$ cat src/digits.hex
// One glyph row per line, bit 7 is the leftmost pixel; digits 0 to 9, eight rows each
3C
66
6E
76
66
66
3C
00
18
38
18
18
18
18
7E
00
3C
66
06
0C
30
60
7E
00
3C
66
06
1C
06
66
3C
00
0C
1C
3C
6C
7E
0C
0C
00
7E
60
7C
06
06
66
3C
00
3C
66
60
7C
66
66
3C
00
7E
66
0C
18
18
18
18
00
3C
66
66
3C
66
66
3C
00
3C
66
66
3E
06
66
3C
00

$ cat src/hw/vga_pkg.sv
package vga_pkg;

  // Raster timing, 800x600 visible inside a 1040x666 frame
  localparam int H_ACTIVE     = 800;
  localparam int H_TOTAL      = 1040;
  localparam int H_SYNC_START = 856;
  localparam int H_SYNC_END   = 975;
  localparam int V_ACTIVE     = 600;
  localparam int V_TOTAL      = 666;
  localparam int V_SYNC_START = 637;
  localparam int V_SYNC_END   = 643;
  // Counter value to port pixel
  localparam int PIPE_DEPTH   = 3;

  // Playfield and preview geometry
  localparam int CELL_SIZE = 16;
  localparam int PF_COLS   = 12;
  localparam int PF_ROWS   = 20;
  localparam int PF_X0     = 304;
  localparam int PF_Y0     = 140;
  localparam int PF_X1     = PF_X0 + PF_COLS * CELL_SIZE;
  localparam int PF_Y1     = PF_Y0 + PF_ROWS * CELL_SIZE;
  localparam int BORDER    = 4;
  localparam int PV_X0     = 560;
  localparam int PV_Y0     = 140;
  localparam int PV_COLS   = 4;
  localparam int PV_ROWS   = 2;

  // Read-outs
  localparam int NUM_X0       = 560;
  localparam int SCORE_Y0     = 220;
  localparam int LINES_Y0     = 240;
  localparam int LEVEL_Y0     = 260;
  localparam int SCORE_BITS   = 26;
  localparam int SCORE_DIGITS = 8;
  localparam int LEVEL_BITS   = 4;
  localparam int LEVEL_DIGITS = 1;
  localparam int GLYPH_SIZE   = 8;

  typedef struct packed {
    logic [1:0] r;
    logic [1:0] g;
    logic [1:0] b;
  } rgb_t;

  typedef struct packed {
    logic dav;
    rgb_t rgb;
  } layer_pix_t;

  typedef struct packed {
    logic [10:0] x;
    logic [9:0]  y;
  } screen_pos_t;

  typedef enum logic [3:0] {
    ST_IDLE  = 4'd0,
    ST_PLAY  = 4'd1,
    ST_PAUSE = 4'd2,
    ST_OVER  = 4'd3
  } game_state_t;

  // Border colour per game state
  localparam rgb_t COL_IDLE    = '{r: 2'd0, g: 2'd0, b: 2'd3};
  localparam rgb_t COL_PLAY    = '{r: 2'd0, g: 2'd3, b: 2'd0};
  localparam rgb_t COL_PAUSE   = '{r: 2'd3, g: 2'd3, b: 2'd0};
  localparam rgb_t COL_OVER    = '{r: 2'd3, g: 2'd0, b: 2'd0};
  localparam rgb_t COL_CELL    = '{r: 2'd0, g: 2'd3, b: 2'd3};
  localparam rgb_t COL_PREVIEW = '{r: 2'd3, g: 2'd0, b: 2'd3};
  localparam rgb_t COL_DIGIT   = '{r: 2'd3, g: 2'd3, b: 2'd3};

endpackage

$ cat src/hw/raster_timing.sv
module raster_timing (
  input  logic                 clk,
  input  logic                 rst,
  output vga_pkg::screen_pos_t pos,
  output logic                 blank,
  output logic                 hs,
  output logic                 vs
);
  import vga_pkg::*;

  logic                  h_last;
  logic                  v_last;
  logic [PIPE_DEPTH-1:0] blank_d;
  logic [PIPE_DEPTH-1:0] hs_d;
  logic [PIPE_DEPTH-1:0] vs_d;

  assign h_last = (pos.x == 11'(H_TOTAL - 1));
  assign v_last = (pos.y == 10'(V_TOTAL - 1));

  always_ff @(posedge clk) begin
    if (rst) begin
      pos <= '0;
    end else if (h_last) begin
      pos.x <= '0;
      pos.y <= v_last ? 10'd0 : pos.y + 10'd1;
    end else begin
      pos.x <= pos.x + 11'd1;
    end
  end

  // Delay line so the syncs leave with the colour of their pixel
  always_ff @(posedge clk) begin
    if (rst) begin
      blank_d <= '0;
      hs_d    <= '0;
      vs_d    <= '0;
    end else begin
      blank_d <= {blank_d[PIPE_DEPTH-2:0], (pos.x >= H_ACTIVE) || (pos.y >= V_ACTIVE)};
      hs_d    <= {hs_d[PIPE_DEPTH-2:0], (pos.x >= H_SYNC_START) && (pos.x <= H_SYNC_END)};
      vs_d    <= {vs_d[PIPE_DEPTH-2:0], (pos.y >= V_SYNC_START) && (pos.y <= V_SYNC_END)};
    end
  end

  assign blank = blank_d[PIPE_DEPTH-1];
  assign hs    = hs_d[PIPE_DEPTH-1];
  assign vs    = vs_d[PIPE_DEPTH-1];

endmodule

$ cat src/hw/frame_layer.sv
module frame_layer (
  input  logic                 clk,
  input  logic                 rst,
  input  vga_pkg::screen_pos_t pos,
  input  vga_pkg::game_state_t game_state,
  output vga_pkg::layer_pix_t  pix
);
  import vga_pkg::*;

  logic       in_outer;
  logic       in_inner;
  rgb_t       state_col;
  layer_pix_t stage1;

  // Ring is the outer rectangle minus the playfield itself
  assign in_outer = (pos.x >= PF_X0 - BORDER) && (pos.x < PF_X1 + BORDER) &&
                    (pos.y >= PF_Y0 - BORDER) && (pos.y < PF_Y1 + BORDER);
  assign in_inner = (pos.x >= PF_X0) && (pos.x < PF_X1) &&
                    (pos.y >= PF_Y0) && (pos.y < PF_Y1);

  always_comb begin
    case (game_state)
      ST_PLAY:  state_col = COL_PLAY;
      ST_PAUSE: state_col = COL_PAUSE;
      ST_OVER:  state_col = COL_OVER;
      default:  state_col = COL_IDLE;
    endcase
  end

  always_ff @(posedge clk) begin
    if (rst) begin
      stage1 <= '0;
      pix    <= '0;
    end else begin
      stage1 <= '{dav: in_outer && !in_inner, rgb: state_col};
      pix    <= stage1;
    end
  end

endmodule

$ cat src/hw/block_layer.sv
module block_layer (
  input  logic                 clk,
  input  logic                 rst,
  input  vga_pkg::screen_pos_t pos,
  output logic [4:0]           game_area_addr,
  input  logic [11:0]          game_area_data,
  input  logic [7:0]           game_block_next,
  output vga_pkg::layer_pix_t  pix
);
  import vga_pkg::*;

  logic [10:0] dx;
  logic [9:0]  dy;
  logic [10:0] px;
  logic [9:0]  py;
  logic        in_rows;
  logic        in_field;
  logic        in_pv;
  // Stage 1 state
  logic [3:0]  col_q;
  logic [2:0]  pv_idx_q;
  logic        field_q;
  logic        pv_q;
  logic        cell_bit;
  logic        pv_bit;

  assign dx = pos.x - 11'(PF_X0);
  assign dy = pos.y - 10'(PF_Y0);
  assign px = pos.x - 11'(PV_X0);
  assign py = pos.y - 10'(PV_Y0);

  assign in_rows  = (pos.y >= PF_Y0) && (pos.y < PF_Y1);
  assign in_field = in_rows && (pos.x >= PF_X0) && (pos.x < PF_X1);
  assign in_pv    = (pos.x >= PV_X0) && (pos.x < PV_X0 + PV_COLS * CELL_SIZE) &&
                    (pos.y >= PV_Y0) && (pos.y < PV_Y0 + PV_ROWS * CELL_SIZE);

  // Row memory answers one cycle later, in step with stage 1
  assign game_area_addr = in_rows ? dy[8:4] : 5'd0;

  always_ff @(posedge clk) begin
    if (rst) begin
      field_q <= 1'b0;
      pv_q    <= 1'b0;
    end else begin
      field_q <= in_field;
      pv_q    <= in_pv;
    end
  end

  always_ff @(posedge clk) begin
    col_q    <= dx[7:4];
    pv_idx_q <= {py[4], px[5:4]};
  end

  // Bit 11 of a row and bit 7 of the preview are the leftmost cells
  assign cell_bit = game_area_data[4'd11 - col_q];
  assign pv_bit   = game_block_next[3'd7 - pv_idx_q];

  always_ff @(posedge clk) begin
    if (rst) begin
      pix <= '0;
    end else begin
      pix.dav <= (field_q && cell_bit) || (pv_q && pv_bit);
      pix.rgb <= field_q ? COL_CELL : COL_PREVIEW;
    end
  end

endmodule

$ cat src/hw/bin_to_bcd.sv
module bin_to_bcd #(
  parameter int BITS   = 26,
  parameter int DIGITS = 8
) (
  input  logic                  clk,
  input  logic                  rst,
  input  logic                  start,
  input  logic [BITS-1:0]       bin,
  output logic [4*DIGITS-1:0]   bcd,
  output logic                  done
);

  localparam int CNT_W = $clog2(BITS + 1);

  logic [BITS-1:0]     sh;
  logic [4*DIGITS-1:0] acc;
  logic [4*DIGITS-1:0] adj;
  logic [CNT_W-1:0]    cnt;
  logic                busy;

  // Add 3 to every digit of 5 or more before the shift
  always_comb begin
    adj = acc;
    for (int i = 0; i < DIGITS; i++) begin
      if (acc[4*i +: 4] >= 4'd5) begin
        adj[4*i +: 4] = acc[4*i +: 4] + 4'd3;
      end
    end
  end

  always_ff @(posedge clk) begin
    if (rst) begin
      busy <= 1'b0;
      done <= 1'b0;
      cnt  <= '0;
    end else begin
      done <= 1'b0;
      if (start) begin
        busy <= 1'b1;
        cnt  <= CNT_W'(BITS);
      end else if (busy) begin
        cnt <= cnt - 1'b1;
        if (cnt == CNT_W'(1)) begin
          busy <= 1'b0;
          done <= 1'b1;
        end
      end
    end
  end

  // One input bit per cycle, MSB first
  always_ff @(posedge clk) begin
    if (start) begin
      sh  <= bin;
      acc <= '0;
    end else if (busy) begin
      sh  <= sh << 1;
      acc <= {adj[4*DIGITS-2:0], sh[BITS-1]};
    end
  end

  assign bcd = acc;

endmodule

$ cat src/hw/number_layer.sv
module number_layer #(
  parameter int BITS   = 26,
  parameter int DIGITS = 8,
  parameter int Y0     = 220
) (
  input  logic                 clk,
  input  logic                 rst,
  input  vga_pkg::screen_pos_t pos,
  input  logic [BITS-1:0]      bin,
  output logic                 hit,
  output logic [6:0]           glyph_addr,
  output logic [2:0]           glyph_col
);
  import vga_pkg::*;

  logic                start;
  logic                done;
  logic [4*DIGITS-1:0] bcd;
  logic [4*DIGITS-1:0] bcd_q;
  logic [10:0]         dx;
  logic [9:0]          dy;
  logic                in_box;
  int                  idx;
  logic [3:0]          digit;

  // Sample once per frame at the start of vertical blanking
  assign start = (pos.x == 11'd0) && (pos.y == 10'(V_ACTIVE));

  bin_to_bcd #(
    .BITS   (BITS),
    .DIGITS (DIGITS)
  ) i_bin_to_bcd (
    .clk   (clk),
    .rst   (rst),
    .start (start),
    .bin   (bin),
    .bcd   (bcd),
    .done  (done)
  );

  always_ff @(posedge clk) begin
    if (rst) begin
      bcd_q <= '0;
    end else if (done) begin
      bcd_q <= bcd;
    end
  end

  assign dx = pos.x - 11'(NUM_X0);
  assign dy = pos.y - 10'(Y0);
  assign in_box = (pos.x >= NUM_X0) && (pos.x < NUM_X0 + DIGITS * GLYPH_SIZE) &&
                  (pos.y >= Y0) && (pos.y < Y0 + GLYPH_SIZE);

  // Most significant digit sits leftmost
  always_comb begin
    idx = 0;
    if (in_box) begin
      idx = DIGITS - 1 - int'(dx[10:3]);
    end
    digit = bcd_q[4*idx +: 4];
  end

  always_ff @(posedge clk) begin
    if (rst) begin
      hit <= 1'b0;
    end else begin
      hit <= in_box;
    end
  end

  always_ff @(posedge clk) begin
    glyph_addr <= {digit, dy[2:0]};
    glyph_col  <= dx[2:0];
  end

endmodule

$ cat src/hw/digit_rom.sv
module digit_rom (
  input  logic       clk,
  input  logic [6:0] addr,
  output logic [7:0] data
);

  // Ten glyphs of eight rows each
  logic [7:0] mem [0:79];

  initial begin
    $readmemh("/design/src/digits.hex", mem);
  end

  always_ff @(posedge clk) begin
    data <= mem[addr];
  end

endmodule

$ cat src/hw/vga_display.sv
module vga_display (
  input  logic                 clk,
  input  logic                 rst,
  input  vga_pkg::game_state_t game_state,
  input  logic [25:0]          game_points,
  input  logic [25:0]          game_lines,
  input  logic [3:0]           game_level,
  input  logic [7:0]           game_block_next,
  output logic [4:0]           game_area_addr,
  input  logic [11:0]          game_area_data,
  output logic                 vga_hs,
  output logic                 vga_vs,
  output vga_pkg::rgb_t        vga_rgb
);
  import vga_pkg::*;

  screen_pos_t pos;
  logic        blank;
  layer_pix_t  frame_pix;
  layer_pix_t  block_pix;
  layer_pix_t  digit_pix;
  logic        score_hit, lines_hit, level_hit;
  logic [6:0]  score_addr, lines_addr, level_addr;
  logic [2:0]  score_col, lines_col, level_col;
  logic [6:0]  rom_addr;
  logic [2:0]  col_sel;
  logic [7:0]  glyph_row;
  logic        num_hit_q;
  logic [2:0]  glyph_col_q;
  rgb_t        rgb_q;

  raster_timing i_raster_timing (
    .clk (clk), .rst (rst), .pos (pos), .blank (blank), .hs (vga_hs), .vs (vga_vs)
  );

  frame_layer i_frame_layer (
    .clk (clk), .rst (rst), .pos (pos), .game_state (game_state), .pix (frame_pix)
  );

  block_layer i_block_layer (
    .clk             (clk),
    .rst             (rst),
    .pos             (pos),
    .game_area_addr  (game_area_addr),
    .game_area_data  (game_area_data),
    .game_block_next (game_block_next),
    .pix             (block_pix)
  );

  number_layer #(.BITS(SCORE_BITS), .DIGITS(SCORE_DIGITS), .Y0(SCORE_Y0)) i_score (
    .clk (clk), .rst (rst), .pos (pos), .bin (game_points),
    .hit (score_hit), .glyph_addr (score_addr), .glyph_col (score_col)
  );

  number_layer #(.BITS(SCORE_BITS), .DIGITS(SCORE_DIGITS), .Y0(LINES_Y0)) i_lines (
    .clk (clk), .rst (rst), .pos (pos), .bin (game_lines),
    .hit (lines_hit), .glyph_addr (lines_addr), .glyph_col (lines_col)
  );

  number_layer #(.BITS(LEVEL_BITS), .DIGITS(LEVEL_DIGITS), .Y0(LEVEL_Y0)) i_level (
    .clk (clk), .rst (rst), .pos (pos), .bin (game_level),
    .hit (level_hit), .glyph_addr (level_addr), .glyph_col (level_col)
  );

  // Read-outs never overlap, so one ROM port serves all three
  always_comb begin
    if (lines_hit) begin
      rom_addr = lines_addr;
      col_sel  = lines_col;
    end else if (level_hit) begin
      rom_addr = level_addr;
      col_sel  = level_col;
    end else begin
      rom_addr = score_addr;
      col_sel  = score_col;
    end
  end

  digit_rom i_digit_rom (.clk (clk), .addr (rom_addr), .data (glyph_row));

  // Match the ROM read latency
  always_ff @(posedge clk) begin
    if (rst) begin
      num_hit_q <= 1'b0;
    end else begin
      num_hit_q <= score_hit || lines_hit || level_hit;
    end
  end

  always_ff @(posedge clk) begin
    glyph_col_q <= col_sel;
  end

  assign digit_pix.dav = num_hit_q && glyph_row[3'd7 - glyph_col_q];
  assign digit_pix.rgb = COL_DIGIT;

  // Border over cells over digits over background
  always_ff @(posedge clk) begin
    if (rst) begin
      rgb_q <= '0;
    end else if (frame_pix.dav) begin
      rgb_q <= frame_pix.rgb;
    end else if (block_pix.dav) begin
      rgb_q <= block_pix.rgb;
    end else if (digit_pix.dav) begin
      rgb_q <= digit_pix.rgb;
    end else begin
      rgb_q <= '0;
    end
  end

  assign vga_rgb = blank ? rgb_t'('0) : rgb_q;

endmodule

$ cat config.mk
export PLATFORM = sky130hd
export DESIGN_NAME = vga_display
export DESIGN_NICKNAME = d
export VERILOG_FILES = /design/src/hw/vga_pkg.sv /design/src/hw/raster_timing.sv /design/src/hw/frame_layer.sv /design/src/hw/block_layer.sv /design/src/hw/bin_to_bcd.sv /design/src/hw/number_layer.sv /design/src/hw/digit_rom.sv /design/src/hw/vga_display.sv
export SDC_FILE = /design/constraint.sdc
export NUM_CORES = 1
export LEC_CHECK = 0
export BUFFER_PORTS_ARGS = -buffer_cell sky130_fd_sc_hd__clkbuf_2
export CAP_MARGIN = 10
export CELL_PAD_IN_SITES_DETAIL_PLACEMENT = 1
export CELL_PAD_IN_SITES_GLOBAL_PLACEMENT = 2
export CORE_MARGIN = 1.5
export CORE_UTILIZATION = 40
export DETAILED_ROUTE_END_ITERATION = 8
export PLACE_DENSITY_LB_ADDON = 0.05
export SLEW_MARGIN = 0
export SYNTH_ARGS = -nofsm -noshare
export SYNTH_HDL_FRONTEND = slang
export SYNTH_HIERARCHICAL = 1
export SYNTH_SLANG_ARGS = --single-unit
$ cat constraint.sdc
create_clock -name clk -period 3.1 [get_ports clk]
set_input_delay 0.62 -clock clk [delete_from_list [all_inputs] [get_ports clk]]
set_output_delay 0.62 -clock clk [all_outputs]
set_load 0.05 [all_outputs]
==> impl_results.md <==
* Port-buffer cells at 38
* Switching part of the total at 23.7%
* Period utilization at 90.0%
* CP Class: reg2out
* Final setup viols at 0
* Setup repair after global routing missed its margin: no
* Final Max Tran Viols at 0
* Core Region at 8850 um^2
* Worst Clk Skew at 0.0122 ns
* Post-route setup TNS at 0 ns
* Slew margin rel. at 56.5%
* Clock Latency Late Sink at 0.35 ns
* Die H at 99.3 um
* Hold buffers post-CTS at 0
* Worst Hold Class: reg2reg
* Starting DRT DRC Count at 93
* Syn avg cell area at 9.63 um^2
* Clk sinks at 71
* Worst setup EP type: primary output
* Fmax at 0.358 GHz
* # IOs at 95
* Initial Util at 41.9%
* Commonest non-fill, non-tap cell in the layout: dfxtp_1
* Clock power frac at 41.7%
* Synth Cell Area at 3710 um^2
* Max IR drop VDD at 0.198 mV
* Vias at 2930
* Drt first pass iters at 4
* CTS root buf: clkbuf_8
* Global-route wire length before repair at 14400 um
* Initial antenna violation count at 0
* Routed wire per std cell at 15.9 um
* Post-CTS Setup Bufs at 0
* PostCTS Resize Cnt at 0
* Final GP Congestion at 0.759
* DRC at 0
* Commonest non-fill, non-tap cells in the layout: dfxtp_1, clkbuf_2, nor2_1, nor2b_1
* Nets@finish at 520
* Worst-path clk slew at 0.09 ns
* Overall Global Routing Usage at 18.6%
* Via count of the first global-routing pass at 2949
* Worst-Margin Slew at 0.651 ns
* Die width at 99.3 um
* Pwr/cell area at 424 nW/um^2
* Cts bufs inserted at 9
* Leak Pwr at 1.60 nW
* Comb pwr share at 5.2%
* CTS tree: done
* Largest net degree at the start of global routing at 28
* Slowest CP cell: a2111oi_2
* Critical Path, Cell by Cell: a2111oi_2 -> nor2b_1 -> o221ai_1 -> nor2_1 -> clkbuf_2
* Post-Syn Instances at 385
* Status: complete, no violations
* Nature of the critical path startpoint: register
* N_diodes at 0
* Row count at 34
* Layout fillers at 1022
* Net load switching power at 0.420 mW
* Max_cap viols at 0
* Area Overhead vs Synth at 12.9%
* Yosys warnings at 6
* Int Power at 1.35 mW
* Grt total ovfl at 0
* Drt total wl at 8590 um
* DP HPWL at 5960 um
* Total power at 1.77 mW
* Vias per cell at 5.43
* Layout cell share with drive strength beyond 1 at 22.0%
* Crit path max fanout at 14
* Final hold viol count at 0
* CP arrival at 2.17 ns
* Reg power frac at 53.1%
* Die Footprint at 9850 um^2
* Routed Antenna Nets at 0
* Min Clock Period, post-route at 2.79 ns
* CTS max path bufs at 2
* Req. time, crit path at 2.48 ns
* H-tree depth at 3
* CP max stage delay at 0.52 ns
flip-flops by register name, summed over array words and instances, names as in the netlist:
signal,flops
glyph_col_q,3
i_block_layer/col_q,2
i_block_layer/field_q,1
i_block_layer/pix,4
i_block_layer/pv_idx_q,3
i_block_layer/pv_q,1
i_frame_layer/pix,4
i_frame_layer/stage1,4
i_level/glyph_col,3
i_level/hit,1
i_lines/glyph_col,3
i_lines/hit,1
i_raster_timing/blank_d,3
i_raster_timing/hs_d,3
i_raster_timing/pos,21
i_raster_timing/vs_d,3
i_score/glyph_col,3
i_score/hit,1
num_hit_q,1
rgb_q,6
cell type report:
class                           instances  area (um^2)  share of cell area (%)
Tap cell                              108          135                    3.23
Clock inverter                          6         70.1                    1.67
Inverter                               17         63.8                    1.53
Clock buffer                           10          128                    3.05
Timing Repair Buffer                   54          310                    7.42
Sequential cell                        71         1420                    34.0
Multi-Input combinational cell        274         2060                    49.1
per-stage QoR:
stage | instance area, um^2 | hold slack, ns | utilization (%) | instances | worst slack (ns)
3_3_place_gp | 3990 | 0.401 | 45.1 | 524 | 0.637
6_report | 4180 | 0.422 | 47.3 | 540 | 0.310
4_1_cts | 4180 | 0.421 | 47.3 | 540 | 0.258
2_1_floorplan | 3730 | 0.381 | - | 392 | 0.688
3_5_place_dp | 3990 | 0.409 | 45.1 | 524 | 0.661
5_1_grt | 4180 | 0.433 | 47.3 | 540 | 0.117
per-layer routing:
layer	vias to the layer above	routed length (um)	global-route usage (%)
li1	1450	-	-
met1	1426	3980	23.1
met2	45	4190	31.7
met3	9	298	4.15
met4	0	114	7.04
met5	-	0	0
critical path, delay by kind of cell (launching register included):
kind,cells,cell delay (ns)
AOI/OAI and AO/OA,2,0.86
DFF,1,0.50
buffers and inverters,1,0.25
and+or+nand+nor,2,0.20
power groups by stage:
| stage | combinational, mW | sequential [mW] | clock (mW) |
|---|---|---|---|
| 5_1_grt | 0.105 | 0.944 | 0.800 |
| 3_5_place_dp | 0.0931 | 0.963 | 0 |
| 4_1_cts | 0.0939 | 0.941 | 0.768 |
| 6_report | 0.0922 | 0.941 | 0.740 |
| 2_1_floorplan | 0.0584 | 0.966 | 0 |
| 3_3_place_gp | 0.0906 | 0.961 | 0 |
final timing paths:
path	end	slack, ns	cells past startpoint	startpoint
setup / recovery	game_area_addr[1]	0.31	5	i_raster_timing/pos[2]$_SDFFE_PP0N_
hold / removal	i_block_layer/pix[4]$_SDFF_PP0_	0.42	1	i_block_layer/field_q$_SDFF_PP0_
setup reg to reg	i_raster_timing/pos[6]$_SDFFE_PP0N_	0.85	4	i_raster_timing/pos[19]$_SDFF_PP0_
hold reg to reg	i_block_layer/pix[4]$_SDFF_PP0_	0.42	1	i_block_layer/field_q$_SDFF_PP0_
Power figures use the tool's default switching activity.
